**src/design/isa_pkg.sv**
```systemverilog
package isa_pkg;

  // One machine word, used for both data and instruction addresses
  typedef logic [15:0] word_t;

  // Register number into the sixteen-entry register file
  typedef logic [3:0] reg_addr_t;

  // Major opcode in bits 15:12
  // Opcodes 1000 and 1001 (LW, SW) are not decoded and fall through as no-operations
  typedef enum logic [3:0] {
    OP_ADD  = 4'b0000,
    OP_ADDZ = 4'b0001,
    OP_SUB  = 4'b0010,
    OP_AND  = 4'b0011,
    OP_NOR  = 4'b0100,
    OP_SLL  = 4'b0101,
    OP_SRL  = 4'b0110,
    OP_SRA  = 4'b0111,
    OP_LHB  = 4'b1010,
    OP_LLB  = 4'b1011,
    OP_B    = 4'b1100,
    OP_JAL  = 4'b1101,
    OP_JR   = 4'b1110,
    OP_HLT  = 4'b1111
  } opcode_e;

  // Branch condition held in bits 11:9 of a branch
  typedef enum logic [2:0] {
    COND_NEQ    = 3'b000,
    COND_EQ     = 3'b001,
    COND_GT     = 3'b010,
    COND_LT     = 3'b011,
    COND_GTE    = 3'b100,
    COND_LTE    = 3'b101,
    COND_OVFL   = 3'b110,
    COND_UNCOND = 3'b111
  } cond_e;

  // Register form, rt also carries the shift amount for SLL, SRL and SRA
  typedef struct packed {
    opcode_e   opcode;
    reg_addr_t rd;
    reg_addr_t rs;
    reg_addr_t rt;
  } rform_t;

  // Byte-load form with an 8-bit immediate
  typedef struct packed {
    opcode_e    opcode;
    reg_addr_t  rd;
    logic [7:0] imm8;
  } iform_t;

  // Branch form with a signed 9-bit word offset
  typedef struct packed {
    opcode_e    opcode;
    cond_e      cond;
    logic [8:0] off9;
  } bform_t;

  // The same instruction word seen in each of its three layouts
  typedef union packed {
    rform_t rform;
    iform_t iform;
    bform_t bform;
  } instr_u;

endpackage
```
**src/design/cpu_pkg.sv**
```systemverilog
package cpu_pkg;

  // Address of the first instruction fetched after reset
  localparam isa_pkg::word_t RESET_PC = 16'h0000;

  // ALU function select
  // LLB has no code of its own, it is the SRA path applied to {imm8, 8'h00} with a shift of 8
  typedef enum logic [2:0] {
    ALU_ADD = 3'b000,
    ALU_LHB = 3'b001,
    ALU_SUB = 3'b010,
    ALU_AND = 3'b011,
    ALU_NOR = 3'b100,
    ALU_SLL = 3'b101,
    ALU_SRL = 3'b110,
    ALU_SRA = 3'b111
  } alu_func_e;

  // Zero, negative and signed overflow flags
  typedef struct packed {
    logic z;
    logic n;
    logic v;
  } flags_t;

  // Control bundle from the decoder to the datapath
  typedef struct packed {
    alu_func_e          func;
    logic               imm_sel;
    logic [3:0]         shamt;
    isa_pkg::reg_addr_t dst;
    logic               we;
    logic               flag_upd_all;
    logic               flag_upd_z;
  } ctrl_t;

  // Write-back trace, one entry per committed instruction
  typedef struct packed {
    logic               we;
    isa_pkg::reg_addr_t dst;
    isa_pkg::word_t     data;
  } wb_t;

endpackage

```
**src/design/cpu_core.sv**
```systemverilog
module cpu_core (
  input  logic            clk,
  input  logic            arst_n,
  input  isa_pkg::instr_u instr,
  output isa_pkg::word_t  pc,
  output cpu_pkg::wb_t    wb,
  output logic            halted
);
  import isa_pkg::*;
  import cpu_pkg::*;

  reg_addr_t rs_addr;
  reg_addr_t rt_addr;
  ctrl_t     ctrl;
  word_t     next_pc;
  logic      hlt;
  flags_t    flags;
  word_t     rs_data;
  word_t     rt_data;
  word_t     alu_result;

  instr_decode u_decode (
    .instr   (instr),
    .pc      (pc),
    .flags   (flags),
    .halted  (halted),
    .rs_addr (rs_addr),
    .rt_addr (rt_addr),
    .ctrl    (ctrl),
    .next_pc (next_pc),
    .hlt     (hlt)
  );

  // Immediate comes straight from the byte-load view of the word
  alu u_alu (
    .clk    (clk),
    .arst_n (arst_n),
    .ctrl   (ctrl),
    .a      (rs_data),
    .b      (rt_data),
    .imm8   (instr.iform.imm8),
    .result (alu_result),
    .flags  (flags)
  );

  reg_file u_reg_file (
    .clk     (clk),
    .arst_n  (arst_n),
    .rs_addr (rs_addr),
    .rt_addr (rt_addr),
    .we      (ctrl.we),
    .dst     (ctrl.dst),
    .wdata   (alu_result),
    .rs_data (rs_data),
    .rt_data (rt_data)
  );

  pc_unit u_pc_unit (
    .clk     (clk),
    .arst_n  (arst_n),
    .next_pc (next_pc),
    .hlt     (hlt),
    .pc      (pc),
    .halted  (halted)
  );

  // Trace mirrors the register write port before the edge that commits it
  assign wb.we   = ctrl.we;
  assign wb.dst  = ctrl.dst;
  assign wb.data = alu_result;

endmodule

```
**src/design/pc_unit.sv**
```systemverilog
module pc_unit (
  input  logic           clk,
  input  logic           arst_n,
  input  isa_pkg::word_t next_pc,
  input  logic           hlt,
  output isa_pkg::word_t pc,
  output logic           halted
);
  import cpu_pkg::*;

  // The halt instruction itself does not advance the program counter
  always_ff @(posedge clk or negedge arst_n) begin
    if (!arst_n) begin
      pc <= RESET_PC;
    end else if (!halted && !hlt) begin
      pc <= next_pc;
    end
  end

  // Sticky until reset
  always_ff @(posedge clk or negedge arst_n) begin
    if (!arst_n) begin
      halted <= 1'b0;
    end else if (hlt) begin
      halted <= 1'b1;
    end
  end

  // Frozen core keeps fetching the same address
  a_pc_frozen: assert property (
    @(posedge clk) disable iff (!arst_n)
    halted |=> $stable(pc)
  ) else $error("pc_unit: pc moved while halted");

endmodule

```
**src/design/reg_file.sv**
```systemverilog
module reg_file (
  input  logic               clk,
  input  logic               arst_n,
  input  isa_pkg::reg_addr_t rs_addr,
  input  isa_pkg::reg_addr_t rt_addr,
  input  logic               we,
  input  isa_pkg::reg_addr_t dst,
  input  isa_pkg::word_t     wdata,
  output isa_pkg::word_t     rs_data,
  output isa_pkg::word_t     rt_data
);
  import isa_pkg::*;

  word_t regs [16];

  // Writes to register 0 are accepted but never stored
  always_ff @(posedge clk or negedge arst_n) begin
    if (!arst_n) begin
      for (int i = 0; i < 16; i++) begin
        regs[i] <= '0;
      end
    end else if (we && dst != 4'd0) begin
      regs[dst] <= wdata;
    end
  end

  // Combinational reads, register 0 forced to zero
  assign rs_data = (rs_addr == 4'd0) ? 16'h0000 : regs[rs_addr];
  assign rt_data = (rt_addr == 4'd0) ? 16'h0000 : regs[rt_addr];

  // A write needs a known destination, otherwise the decode upstream is broken
  a_dst_known: assert property (
    @(posedge clk) disable iff (!arst_n)
    we |-> !$isunknown(dst)
  ) else $error("reg_file: write enable with unknown destination");

endmodule

```
**src/design/alu.sv**
```systemverilog
module alu (
  input  logic            clk,
  input  logic            arst_n,
  input  cpu_pkg::ctrl_t  ctrl,
  input  isa_pkg::word_t  a,
  input  isa_pkg::word_t  b,
  input  logic [7:0]      imm8,
  output isa_pkg::word_t  result,
  output cpu_pkg::flags_t flags
);
  import isa_pkg::*;
  import cpu_pkg::*;

  word_t op_b;
  word_t sum;
  word_t diff;
  logic  v_add;
  logic  v_sub;
  logic  v_new;
  logic  z_new;

  // Byte loads put the immediate in the high byte of the b operand
  assign op_b = ctrl.imm_sel ? {imm8, 8'h00} : b;

  assign sum  = a + op_b;
  assign diff = a - op_b;

  // Signed overflow: operands agree in sign for add, differ for subtract,
  // and the result sign does not match a
  assign v_add = (a[15] == op_b[15]) && (sum[15] != a[15]);
  assign v_sub = (a[15] != op_b[15]) && (diff[15] != a[15]);

  always_comb begin
    case (ctrl.func)
      ALU_ADD: result = sum;
      ALU_SUB: result = diff;
      ALU_AND: result = a & op_b;
      ALU_NOR: result = ~(a | op_b);
      ALU_SLL: result = op_b << ctrl.shamt;
      ALU_SRL: result = op_b >> ctrl.shamt;
      // Also serves LLB, where the shift of 8 sign-extends the immediate
      ALU_SRA: result = word_t'($signed(op_b) >>> ctrl.shamt);
      // New high byte from the immediate, low byte kept from rd
      ALU_LHB: result = {op_b[15:8], a[7:0]};
      default: result = sum;
    endcase
  end

  assign z_new = (result == 16'h0000);
  assign v_new = (ctrl.func == ALU_SUB) ? v_sub : v_add;

  // Arithmetic updates all three flags, logic and shifts touch z only
  always_ff @(posedge clk or negedge arst_n) begin
    if (!arst_n) begin
      flags <= '0;
    end else if (ctrl.flag_upd_all) begin
      flags.z <= z_new;
      flags.n <= result[15];
      flags.v <= v_new;
    end else if (ctrl.flag_upd_z) begin
      flags.z <= z_new;
    end
  end

  // Overflow may only move on the edge that committed an arithmetic instruction
  a_v_only_on_arith: assert property (
    @(posedge clk) disable iff (!arst_n)
    !$past(ctrl.flag_upd_all) |-> $stable(flags.v)
  ) else $error("alu: v flag changed without an arithmetic update");

endmodule

```
**src/design/instr_decode.sv**
```systemverilog
module instr_decode (
  input  isa_pkg::instr_u    instr,
  input  isa_pkg::word_t     pc,
  input  cpu_pkg::flags_t    flags,
  input  logic               halted,
  output isa_pkg::reg_addr_t rs_addr,
  output isa_pkg::reg_addr_t rt_addr,
  output cpu_pkg::ctrl_t     ctrl,
  output isa_pkg::word_t     next_pc,
  output logic               hlt
);
  import isa_pkg::*;
  import cpu_pkg::*;

  opcode_e opcode;
  logic    write_ok;
  logic    cond_met;
  word_t   pc_inc;
  word_t   br_off;

  // The opcode sits in the same place in every layout
  assign opcode = instr.rform.opcode;
  assign hlt    = (opcode == OP_HLT);

  always_comb begin
    // Default register reads follow the register form
    rs_addr  = instr.rform.rs;
    rt_addr  = instr.rform.rt;
    ctrl     = '0;
    ctrl.shamt = instr.rform.rt;
    // rd is in bits 11:8 for both the register and the byte-load form
    ctrl.dst = instr.iform.rd;
    write_ok = 1'b0;
    case (opcode)
      OP_ADD: begin
        ctrl.func         = ALU_ADD;
        write_ok          = 1'b1;
        ctrl.flag_upd_all = 1'b1;
      end
      // ADDZ is a plain add that only commits while the zero flag is set
      // A skipped ADDZ leaves the flags alone as well
      OP_ADDZ: begin
        ctrl.func         = ALU_ADD;
        write_ok          = flags.z;
        ctrl.flag_upd_all = flags.z;
      end
      OP_SUB: begin
        ctrl.func         = ALU_SUB;
        write_ok          = 1'b1;
        ctrl.flag_upd_all = 1'b1;
      end
      OP_AND: begin
        ctrl.func       = ALU_AND;
        write_ok        = 1'b1;
        ctrl.flag_upd_z = 1'b1;
      end
      OP_NOR: begin
        ctrl.func       = ALU_NOR;
        write_ok        = 1'b1;
        ctrl.flag_upd_z = 1'b1;
      end
      // The shifter works on the b operand, so rs is routed through the rt read port
      OP_SLL, OP_SRL, OP_SRA: begin
        ctrl.func       = (opcode == OP_SLL) ? ALU_SLL :
                          (opcode == OP_SRL) ? ALU_SRL : ALU_SRA;
        rt_addr         = instr.rform.rs;
        write_ok        = 1'b1;
        ctrl.flag_upd_z = 1'b1;
      end
      // LHB reads rd on port a so that its low byte survives the merge
      OP_LHB: begin
        ctrl.func    = ALU_LHB;
        ctrl.imm_sel = 1'b1;
        rs_addr      = instr.iform.rd;
        write_ok     = 1'b1;
      end
      // LLB shifts {imm8, 8'h00} right by 8 arithmetically to sign-extend it
      OP_LLB: begin
        ctrl.func    = ALU_SRA;
        ctrl.imm_sel = 1'b1;
        ctrl.shamt   = 4'd8;
        write_ok     = 1'b1;
      end
      // B, JAL, JR, HLT and the unused opcodes only move the program counter
      default: begin
        write_ok = 1'b0;
      end
    endcase
    // Once halted the core is frozen and no register or flag may change
    ctrl.we = write_ok & ~halted;
    if (halted) begin
      ctrl.flag_upd_all = 1'b0;
      ctrl.flag_upd_z   = 1'b0;
    end
  end

  // Branch condition table against the registered flags
  always_comb begin
    case (instr.bform.cond)
      COND_NEQ:    cond_met = ~flags.z;
      COND_EQ:     cond_met = flags.z;
      COND_GT:     cond_met = ~flags.z & ~flags.n;
      COND_LT:     cond_met = flags.n;
      COND_GTE:    cond_met = ~flags.n;
      COND_LTE:    cond_met = flags.n | flags.z;
      COND_OVFL:   cond_met = flags.v;
      COND_UNCOND: cond_met = 1'b1;
      default:     cond_met = 1'b0;
    endcase
  end

  // Branch target is relative to the following instruction
  assign br_off  = {{7{instr.bform.off9[8]}}, instr.bform.off9};
  assign pc_inc  = pc + 16'd1;
  assign next_pc = (opcode == OP_B && cond_met) ? pc_inc + br_off : pc_inc;

  // A halt must never commit a register write in the same cycle
  always_comb begin
    assert final (!(hlt && ctrl.we))
      else $error("instr_decode: HLT decoded with write enable set");
  end

endmodule

```
**config.mk**
```make
export PLATFORM = sky130hd
export DESIGN_NAME = cpu_core
export DESIGN_NICKNAME = d
export VERILOG_FILES = /design/src/design/isa_pkg.sv /design/src/design/cpu_pkg.sv /design/src/design/cpu_core.sv /design/src/design/pc_unit.sv /design/src/design/reg_file.sv /design/src/design/alu.sv /design/src/design/instr_decode.sv
export SDC_FILE = /design/constraint.sdc
export NUM_CORES = 1
export LEC_CHECK = 0
export ABC_AREA = 1
export BUFFER_PORTS_ARGS = -buffer_cell sky130_fd_sc_hd__buf_2
export CORE_MARGIN = 1
export CORE_UTILIZATION = 40
export CTS_CLUSTER_DIAMETER = 200
export DETAILED_ROUTE_END_ITERATION = 6
export SLEW_MARGIN = 20
export SYNTH_ARGS = -nofsm -noshare
export SYNTH_HDL_FRONTEND = slang
export SYNTH_HIERARCHICAL = 1
export SYNTH_SLANG_ARGS = --single-unit
export TNS_END_PERCENT = 50
```
**constraint.sdc**
```tcl
create_clock -name clk -period 5.69 [get_ports clk]
set_clock_uncertainty 0.1 [all_clocks]
set_input_delay 0 -clock clk [delete_from_list [all_inputs] [get_ports clk]]
set_output_delay 0 -clock clk [all_outputs]
set_load 0.05 [all_outputs]
```
# Word-level counts from Yosys, hierarchy flattened
# Index checks and enable logic that the tools add are counted.
# op_classes
order_cmp,4
bitwise_logic,12
eq_ne,29
mux,29
reduce_logical,21
n_addsub,4
n_shift,3
# op_table
op,n
$bwmux W256,1
$mux W16,9
$bmux W16 S4,2
$pmux W16 S8,1
$demux W16 S4,1
$add A16 B16 Y16,2
$eq A3 B3 Y1 const B,8
$pmux W3 S6,1
$add A16 B1 Y16 const B,1
$and A16 B16 Y16,1
$eq A4 B3 Y1 const B,4
$eq A4 B4 Y1 const B,4
$logic_not A16 Y1,1
$not A16 Y16,1
$or A16 B16 Y16,1
$shl A16 B4 Y16,1
$shr A16 B4 Y16,1
$sshr A16 B4 Y16,1
$sub A16 B16 Y16,1
$ge A5 B5 Y1 const B,3
$not A4 Y5,3
$eq A3 B2 Y1 const B,4
$logic_not A4 Y1,3
$mux W4,3
other kinds (23),44
# totals
word_cells,123
register_bits,276
input_bits,18
output_inout_bits,38

# Logic depth before layout (Yosys ltp)
# Gate-level depths: netlist (run 1).
# logic_depth
word_depth,15
ltp_mapped,35
depth_no_buf,33

# By module
# The synthesis (run 1) kept the hierarchy.
# modules_own_cells
module,instances,area_per_inst_um2,seq_area_each_um2,cells_per_inst
reg_file,1,15094.5,6406.1,2316
alu,1,4633.2,75.1,917
instr_decode,1,1773.0,0.0,331
pc_unit,1,661.9,425.4,70

# Worst setup path after synthesis (run 1)
# Ideal clock, no wire load.
# synth_path
kind,input port to flip-flop
startpoint,in instr[15] (netlist name)
endpoint,reg u_reg_file/regs[127] (netlist name)
stages,30
setup_time_ns,0.083
t_required_ns,5.507
n_path_buf,4
path_slack_ns,1.383
t_arrival_ns,4.124
path_cell_list,buf_2 nand4_1 o21ai_0 inv_2 buf_2 buf_2 nand2_1 nand3_1 nand2_1 nand2_1 nand2_1 inv_1 a21oi_1 inv_1 ha_1 inv_1 nor2_1 nand3_1 nand3_1 nand2_1 nand2_1 nand3_1 nand2_1 nand2_1 nand3_1 nand2_1 inv_1 buf_1 inv_1 o21ai_0
# synth_lines
element,line_no,text
start: declaration,cpu_core.sv:4,"input isa_pkg::instr_u instr,"
end signal: indexed assignment,reg_file.sv:23,regs[dst] <= wdata;
end: declaration,reg_file.sv:14,word_t regs [16];

==> impl_metrics.yaml, run 1 <==
logic_synthesis:
  synth_warnings: 6
  ys.flop_type: "dfrtp_1"
  netlist_area_sq_um: 22200
  synth_async_sr_flop_share: 1.00
  ys_seq_elements: 276
  syn-num-nets: 3722
  syn_inst: 3634
  avgSynthCellArea_sq_um: 6.10
  synth_edf_count: 0
  ys_seq_area_frac: 0.312
  ys_types: 53
grt:
  grt_pass1_wl_microns: 133000
  grtUsageTotal: 0.306
  grt_pass1_vias: 22200
  grt-ovfl-total: 0
  antenna_found_initial: 0
  grt_max_degree: 167
sta:
  fin_crit_ps: 5490
  tns_ps: 0
  timing.fmax_mhz: 182
  final_hold_viol_count: 0
  rsz0062_at_grt: "true"
  finalCritPeriodShare: 0.964
  maxSlewHeadroom: 0.269
  timing_max_transition_violations_final: 0
  setup-violations-final: 0
  worst_pin_slew_ps: 1090
detailed_routing:
  first_iter_violations: 2564
  post_drt_via_cell_ratio: 5.42
  avgRoutedWirePerCell_microns: 19.8
  wl_microns: 86000
  num_vias: 23600
  drc: 0
  detail-route-antenna-nets: 0
  firstDrtPassIters: 6
die:
  fp.dieW_microns: 237
  core-area_sq_um: 54200
  num_rows: 85
  dieHeight_microns: 237
  die_area_sq_um: 56400
  initial_core_util: 0.409
  ios: 56
power:
  irDropWorstVdd_uv: 264
  power_density_nw_per_um2: 389
  p_leak_nw: 13.1
setup_path:
  critPathKind: "input pin to output pin"
  crit_fanout: 58
  worst_setup_path_start_kind: "input pin"
  required_ps: 5590
  critical_path_arrival_ps: 5390
  end_kind: "output pin"
cts:
  cts_htree_levels: 2
  clock_latency_ps: 570
  cts_tree: "done"
  cts_root_buffer: "clkbuf_16"
  cts_buffers: 34
  clock_sinks: 276
  clk_path_buf_depth: 3
  clk_transition_reported_paths_ps: 60
cells_and_area:
  syn_to_final_growth_pct: 11.5
  fin_area_sq_um: 24700
  antenna_cells: 0
  drive_gt1_frac: 0.0846
  finalNetCount: 3717
placement:
  gp_congestion: 1.01
  portBuffers: 55
  placed_cell_area_sq_um: 23300
  post-dp-hpwl_microns: 60500
run:
  maxCapViolations: 0
min_path:
  hold_class: "input pin to flip-flop"
status:
  status: "completed"
==> flip-flops by register name (all words and copies together) (netlist names) <==
name / flops
u_reg_file/regs: 256
u_alu/flags: 3
u_pc_unit/pc: 16
u_pc_unit/halted: 1
==> worst max-delay path, cell delays in order <==
cell and delay, ps:
dlygate4sd3_1 520, buf_2 160, nor2_1 220, nand2_2 210, nor2_1 220, a21oi_4 90
buf_12 210, nor4_2 670, buf_4 360, a21oi_1 130, inv_1 100, nand2_1 130
nand2_1 200, ha_1 340, inv_1 190, nand2_1 140, o21ai_0 330, a21oi_1 200
nand2_1 130, nand3_1 80, nand4_1 140, nand2_1 120, inv_1 170, clkbuf_4 290
==> stage by stage <==
| stage | std cells | total power [mW] | utilization | setup slack (ps) | hold WS, ps |
|---|---|---|---|---|---|
| 2_1_floorplan | 3634 | 5.83 | - | 1380 | -396 |
| 3_3_place_gp | 4268 | 7.21 | 0.430 | 417 | -158 |
| 3_5_place_dp | 4268 | 7.22 | 0.430 | 374 | -157 |
| 4_1_cts | 4344 | 9.58 | 0.455 | 16.8 | 61.2 |
| 5_1_grt | 4348 | 10.3 | 0.456 | 3.32 | 133 |
| 6_report | 4348 | 9.61 | 0.456 | 203 | 70.5 |
==> cells in the final DEF (no fill, tap or decap), types with 3 or more instances in the layout <==
cell type      instances
clkinv_1               4
nand2_1             1350
or2_2                  6
o21ai_2                3
inv_4                  3
inv_2                 14
inv_1                484
buf_12                11
nand3b_1               4
o21bai_1               7
clkbuf_1               6
clkinv_2               3
bufinv_16              3
o22ai_1                5
o21ai_0              282
nor2_1                99
o211ai_1               5
ha_1                  67
clkbuf_16             35
nand2_2                9
o21a_1                 3
buf_2                 53
a21oi_1               81
nand4_1               26
xnor2_1                9
fa_1                   3
nor3_1                11
nand3_2               16
dlygate4sd3_1         16
clkbuf_8               9
nand3_1              556
xor2_1                15
a211oi_1               3
nor2_2                16
o21ai_1               16
dfrtp_1              276
nor2_4                 7
nor3_2                 4
buf_4                 93
and2_1                 5
==> routing by layer <==
layer	track usage	vias up	wire (microns)
li1	-	11400	-
met1	0.420	11000	37600
met2	0.479	996	38000
met3	0.0554	177	7210
met4	0.112	0	3210
met5	0	-	0
==> layout make-up <==
type,instances,area (sq um)
clock buffers,50,1020
inverters,506,1910
clock inverters,9,143
well taps,696,871
repair buffers,177,1410
multi-input cells,2634,12500
flip-flops and latches,276,6910
fillers,5810,29500
==> Yosys cell counts (2+ instances only) <==
library cell	n	area, sq um
nand2_2	8	50.1
clkbuf_1	76	285
o211ai_1	5	37.5
nand4_1	26	163
nand3b_1	4	30.0
xor2_1	15	131
o21ai_0	286	1430
nor2_4	3	33.8
buf_6	7	78.8
fa_1	3	60.1
inv_1	484	1820
o21bai_1	7	52.6
and2_1	5	31.3
nor3_2	4	40.0
o21ai_1	16	80.1
inv_2	17	63.8
nor2_1	108	405
nand2_1	1351	5070
clkinv_1	4	15.0
ha_1	67	838
buf_4	10	75.1
buf_1	17	63.8
a22oi_1	2	15.0
or2_2	6	37.5
xnor2_1	9	78.8
clkbuf_2	2	10.0
a21oi_1	85	425
o21a_1	3	22.5
nand3_2	9	90.1
a31oi_1	2	12.5
nor2_2	11	68.8
nand3_1	563	2820
dfrtp_1	276	6910
o22ai_1	5	31.3
o31ai_1	2	15.0
nor3_1	12	60.1
a211oi_1	3	22.5
buf_2	106	531
==> final timing paths <==
check | end | cells past startpoint | slack (ps) | startpoint
hold reg to reg | u_reg_file/regs[253]$_DFFE_PN0P_ | 0 | 280 | u_reg_file/regs[253]$_DFFE_PN0P_
setup reg to reg | u_alu/flags[1]$_DFFE_PN0P_ | 23 | 1450 | u_reg_file/regs[204]$_DFFE_PN0P_
max in group asynchronous | u_pc_unit/pc[3]$_DFFE_PN0P_ | 4 | 4110 | arst_n
hold / removal | u_pc_unit/pc[15]$_DFFE_PN0P_ | 8 | 70 | instr[8]
setup / recovery | wb[15] | 24 | 200 | instr[15]
min in group asynchronous | u_reg_file/regs[229]$_DFFE_PN0P_ | 4 | 440 | arst_n
==> power by group <==
part | switching (mW) | internal [mW]
clock | 0.929 | 1.39
sequential | 0.275 | 2.52
combinational | 3.14 | 1.36
==> cell families after synthesis <==
kind of cell,after synthesis,share of synthesized area
and+or+nand+nor,2115,0.404
buffers and inverters,724,0.133
AOI/OAI and AO/OA,422,0.0991
DFF,276,0.312
adders and majority gates,70,0.0405
xor gates and xnor gates,26,0.0110
muxes,1,0.000508
==> what timing repair did <==
item,4_1_cts,5_1_grt
endpoints found under the hold margin,296,0
endpoints found under the setup margin,0,37
hold buffers,17,0
gates resized for setup,0,9
buffers inserted,0,4
(Power assumes the default switching activity.)
==> run 2: changes to the inputs <==
--- a/config.mk
+++ b/config.mk
@@ -11,6 +11,7 @@
 export CORE_UTILIZATION = 40
 export CTS_CLUSTER_DIAMETER = 200
 export DETAILED_ROUTE_END_ITERATION = 6
+export RECOVER_POWER = 50
 export SLEW_MARGIN = 20
 export SYNTH_ARGS = -nofsm -noshare
 export SYNTH_HDL_FRONTEND = slang
==> run 2 against run 1 <==
Against the previous run:
- the run now ends with capacitance limit, slew limit left
- via count rose by 0.23%
- sequential power about the same
- utilization shrank 0.16 points
- sequential share of layout area is 0.098 points higher
- wire length hardly changed
- global-route usage did not move
- hold slack gained 13 ps
- clock power barely moved
- sequential cell count unchanged
- non-clock buffer count did not move
- maximum frequency down 0.31%
- critical path type unchanged
- critical endpoint unchanged
- largest power group unchanged
==> impl_metrics.yaml, run 2 (synthesis results as in run 1) <==
run:
  maxCapViolations: 3
setup_path:
  reg2reg_depth: 23
  crit_chain: "dlygate4sd3_1 > buf_2 > nor2_1 > nand2_2 > nor2_1 > a21oi_4 > buf_12 > nor4_2 > buf_4 > a21oi_1 > inv_1 > nand2_1 > nand2_1 > ha_1 > inv_1 > nand2_1 > o21ai_0 > a21oi_1 > nand2_1 > nand3_1 > nand4_1 > nand2_1 > inv_1 > clkbuf_4"
  critPathLaunch: "instr[15]"
  r2r-end: "u_alu/flags[1]$_DFFE_PN0P_"
  timing.rr.start: "u_reg_file/regs[204]$_DFFE_PN0P_"
  critPathKind: "input pin to output pin"
  cpMaxStageDelayCell: "nor4_2"
  required_ps: 5590
  crit_fanout: 58
  worst_setup_path_start_kind: "input pin"
  critical_path_arrival_ps: 5400
  end_kind: "output pin"
  path_delay_family: "simple AND/OR/NAND/NOR gates"
  worst-path-buf-inv: 8
  r2r_slack_ps: 1430
  cp_common_cell: "nand2_1"
  cp_slowest_stage_delay_ps: 670
die:
  num_rows: 85
  die_area_sq_um: 56400
  dieHeight_microns: 237
  core-area_sq_um: 54200
  ios: 56
  fp.dieW_microns: 237
  initial_core_util: 0.409
cells_and_area:
  antenna_cells: 0
  drive_gt1_frac: 0.0780
  top_register: "u_reg_file/regs"
  multi_input_area_sq_um: 12500
  n_fill_cell: 5826
  syn_to_final_growth_pct: 11.2
  fin_area_sq_um: 24600
  reg_top3: "u_reg_file/regs (256), u_pc_unit/pc (16), u_alu/flags (3)"
  mostFrequentLayoutCell: "nand2_1"
  finalNetCount: 3717
  regArea_sq_um: 6910
  largest_reg_flops: 256
  final_cell_mix: "1,350 x nand2_1, 556 x nand3_1, 484 x inv_1"
min_path:
  hold_path_end: "u_pc_unit/pc[15]$_DFFE_PN0P_"
  hold_class: "input pin to flip-flop"
  min_path_cells: 8
  min_from: "instr[8]"
grt:
  grt_pass1_wl_microns: 133000
  grt_pass1_vias: 22200
  grtUsageTotal: 0.306
  grt_max_degree: 167
  grt-ovfl-total: 0
  antenna_found_initial: 0
cts:
  clk_transition_reported_paths_ps: 60
  cts_root_buffer: "clkbuf_16"
  cts_htree_levels: 2
  clock_latency_ps: 570
  cts_buffers: 34
  cts_tree: "done"
  clk_path_buf_depth: 3
  clock_sinks: 276
sta:
  maxSlewHeadroom: -1.65
  timing.fmax_mhz: 182
  rsz0062_at_grt: "true"
  setup-violations-final: 0
  fin_crit_ps: 5500
  timing_max_transition_violations_final: 279
  tns_ps: 0
  finalCritPeriodShare: 0.967
  final_hold_viol_count: 0
  worst_pin_slew_ps: 3970
placement:
  placed_cell_area_sq_um: 23300
  portBuffers: 55
  gp_congestion: 1.01
  post-dp-hpwl_microns: 60500
detailed_routing:
  detail-route-antenna-nets: 0
  post_drt_via_cell_ratio: 5.43
  first_iter_violations: 2642
  wl_microns: 86100
  num_vias: 23600
  avgRoutedWirePerCell_microns: 19.8
  firstDrtPassIters: 6
  drc: 0
power:
  irDropWorstVdd_uv: 260
  p_leak_nw: 13.0
  power_density_nw_per_um2: 389
status:
  violations: "capacitance limit, slew limit"
  status: "finished with violations"
run 2: worst min-delay path, cell delays in order:
cell and delay [ps]:
buf_2 230, nand3_2 140, nand3_1 70, nand2_1 70, nand2_1 50, nand2_1 60, nand2_1 50, nand2_1 50
run 2: how the worst max path moves through the flow:
| stage | to | cells after the start |
|---|---|---|
| after CTS | wb[11] | 26 |
| after detailed placement | u_reg_file/regs[111]$_DFFE_PN0P_ | 28 |
| after floorplan | u_reg_file/regs[127]$_DFFE_PN0P_ | 30 |
| after global placement | u_reg_file/regs[207]$_DFFE_PN0P_ | 26 |
| after global routing | wb[2] | 27 |
| final | wb[15] | 24 |
run 2: routing by layer:
metal / GRT usage / part of all wire / up-vias
li1: - / - / 11400
met2: 0.479 / 0.44 / 1025
met4: 0.112 / 0.037 / 0
met5: 0 / 0 / -
met1: 0.420 / 0.44 / 11000
met3: 0.0554 / 0.083 / 172
run 2: power by group:
| group | leakage, nW | total, mW | internal, mW | switching, mW |
|---|---|---|---|---|
| sequential | 3.39 | 2.79 | 2.52 | 0.275 |
| clock | 0.576 | 2.31 | 1.39 | 0.923 |
| combinational | 9.01 | 4.49 | 1.35 | 3.14 |
run 2: area by class of cell:
type | instances | area share
multi-input combinational | 2634 | 0.506
clock inverter | 9 | 0.00579
tap | 696 | 0.0353
timing repair buffer | 177 | 0.0538
sequential | 276 | 0.280
inverter | 506 | 0.0776
clock buffer | 50 | 0.0415
run 2: per-stage QoR:
stage	std cells	hold WS, ps	setup slack [ps]	util	power (mW)
after global routing	4348	133	3.32	0.454	10.3
final	4348	83.4	186	0.454	9.59
after CTS	4344	61.2	16.8	0.455	9.58
after detailed placement	4268	-157	374	0.430	7.22
after floorplan	3634	-396	1380	-	5.83
after global placement	4268	-158	417	0.430	7.21
run 2: timing repair:
action | in CTS | in global routing
resized for setup | 0 | 9
endpoints found under the setup margin | 0 | 37
hold buffers | 17 | 0
setup buffers | 0 | 4
hold endpoints to repair | 296 | 0
==> run 3: changes to the inputs <==
--- a/config.mk
+++ b/config.mk
@@ -6,11 +6,11 @@
 export NUM_CORES = 1
 export LEC_CHECK = 0
 export ABC_AREA = 1
-export BUFFER_PORTS_ARGS = -buffer_cell sky130_fd_sc_hd__buf_2
 export CORE_MARGIN = 1
 export CORE_UTILIZATION = 40
 export CTS_CLUSTER_DIAMETER = 200
 export DETAILED_ROUTE_END_ITERATION = 6
+export DONT_BUFFER_PORTS = 1
 export RECOVER_POWER = 50
 export SLEW_MARGIN = 20
 export SYNTH_ARGS = -nofsm -noshare
==> constraint.sdc (replaced) <==
create_clock -name clk -period 5 [get_ports clk]
set_clock_uncertainty 0.1 [all_clocks]
set_input_delay 0 -clock clk [delete_from_list [all_inputs] [get_ports clk]]
set_output_delay 0 -clock clk [all_outputs]
set_load 0.05 [all_outputs]
==> run 3 against run 2 <==
Against the previous run:
- register-to-register slack lost 1100 ps
- critical path type unchanged
- die area unchanged
- the flow finishes with violations (hold timing)
- first-iteration DRC count up 1.2%
- utilization is essentially flat
==> impl_metrics.yaml, run 3 (synthesis results as in run 1) <==
detailed_routing:
  detail-route-antenna-nets: 0
  post_drt_via_cell_ratio: 5.39
  firstDrtPassIters: 6
  num_vias: 23300
  avgRoutedWirePerCell_microns: 19.3
  wl_microns: 83200
  first_iter_violations: 2674
  drc: 0
power:
  irDropWorstVdd_uv: 358
  p_total_mw: 10.9
  p_leak_nw: 12.9
  power_density_nw_per_um2: 442
cells_and_area:
  n_fill_cell: 5793
  fin_area_sq_um: 24600
  regArea_sq_um: 6910
  top_register: "u_reg_file/regs"
  mostFrequentLayoutCell: "nand2_1"
  drive_gt1_frac: 0.0741
  final_cell_mix: "1,350 x nand2_1, 557 x nand3_1, 484 x inv_1"
  syn_to_final_growth_pct: 11.1
  finalNetCount: 3679
  multi_input_area_sq_um: 12400
  layoutNonFillerInstCount: 4313
  largest_reg_flops: 256
  reg_top3: "u_reg_file/regs (256), u_pc_unit/pc (16), u_alu/flags (3)"
cts:
  clk_transition_reported_paths_ps: 60
  clock_sinks: 276
  cts_buffers: 34
  cts_hold_buf: 24
  cts_tree: "done"
  cts_root_buffer: "clkbuf_16"
  clock_latency_ps: 560
  clk_path_buf_depth: 3
  cts_htree_levels: 2
grt:
  grt-ovfl-total: 0
  grt_pass1_wl_microns: 130000
  grt_pass1_vias: 21900
  antenna_found_initial: 0
  grtUsageTotal: 0.296
  grt_max_degree: 277
sta:
  finalCritPeriodShare: 0.947
  worst_pin_slew_ps: 1140
  fin_crit_ps: 4740
  tns_ps: 0
  timing.fmax_mhz: 211
  timing_max_transition_violations_final: 0
  maxSlewHeadroom: 0.239
  final_hold_viol_count: 276
  rsz0062_at_grt: "false"
  hold_slack_ps: -930
  setup-violations-final: 0
min_path:
  hold_class: "input pin to asynchronous set/reset pin"
setup_path:
  required_ps: 4900
  cpMaxStageDelayCell: "a21oi_1"
  cp_slowest_stage_delay_ps: 490
  worst_setup_path_start_kind: "input pin"
  end_kind: "output pin"
  critPathKind: "input pin to output pin"
  critical_path_arrival_ps: 4640
  crit_fanout: 18
placement:
  dp.cells: 4226
  placed_cell_area_sq_um: 23200
  portBuffers: 0
  gp_congestion: 1.00
  post-dp-hpwl_microns: 58000
die:
  core-area_sq_um: 54200
  ios: 56
  num_rows: 85
  dieHeight_microns: 237
  die_area_sq_um: 56400
  fp.dieW_microns: 237
  initial_core_util: 0.409
run:
  maxCapViolations: 0
status:
  violations: "hold timing"
  status: "finished with violations"
## run 3: changes by cell type in the layout (fill, tap and decap cells not counted), sizes merged
cell	change
inv	+1
clkbuf	-28
bufinv	-1
dlygate4sd3	+8
diode	+1
clkinvlp	+2
buf	-22
clkinv	+4
## run 3: path summary, 6_finish.rpt
path	from	endpoint	slack, ps	depth (start not counted)
setup / recovery	instr[14]	wb[15]	260	26
hold / removal	arst_n	u_reg_file/regs[231]$_DFFE_PN0P_	-930	0
setup reg to reg	u_pc_unit/pc[1]$_DFFE_PN0P_	u_pc_unit/pc[15]$_DFFE_PN0P_	310	22
hold reg to reg	u_reg_file/regs[247]$_DFFE_PN0P_	u_reg_file/regs[247]$_DFFE_PN0P_	270	0
max in group asynchronous	arst_n	u_pc_unit/halted$_DFFE_PN0P_	5160	0
min in group clk	instr[11]	u_reg_file/regs[223]$_DFFE_PN0P_	10	4
## run 3: worst max-delay path, delay by kind of cell
family	cells	cell delay, ps
AO/OA/AOI/OAI	2	590
buffers and inverters	11	2100
adder cells (fa/ha/maj)	1	360
AND/OR/NAND/NOR	12	1560
## run 3: layout make-up
cell class / count / share of cell area
timing repair buffer: 139 / 0.0530
clock inverter: 15 / 0.00600
antenna: 1 / 0.000102
clock buffer: 46 / 0.0418
multi-input combinational: 2634 / 0.506
inverter: 506 / 0.0775
sequential: 276 / 0.281
tap: 696 / 0.0354
## run 3: metal layers
metal,track usage,vias to the layer above,part of all wire
li1,-,11300,-
met1,0.407,10700,0.43
met2,0.464,1015,0.44
met3,0.0449,201,0.085
met4,0.124,0,0.044
met5,0,-,0
## run 3: timing repair
action | 4_1_cts | 5_1_grt
hold endpoints to repair | 425 | 276
resized for setup | 0 | 3
setup buffers | 0 | 1
setup endpoints to repair | 0 | 1
## run 3: stage by stage
step | utilization | setup WS [ps]
after floorplan | - | 693
after global placement | 0.427 | 79.6
after detailed placement | 0.427 | 75.2
after CTS | 0.454 | 235
after global routing | 0.454 | 45.3
final | 0.454 | 263
## run 3: where the power goes
group | internal, mW | switching [mW] | leakage, nW
Sequential | 2.86 | 0.505 | 3.39
Clock | 1.56 | 1.07 | 0.584
Combinational | 1.59 | 3.30 | 8.95
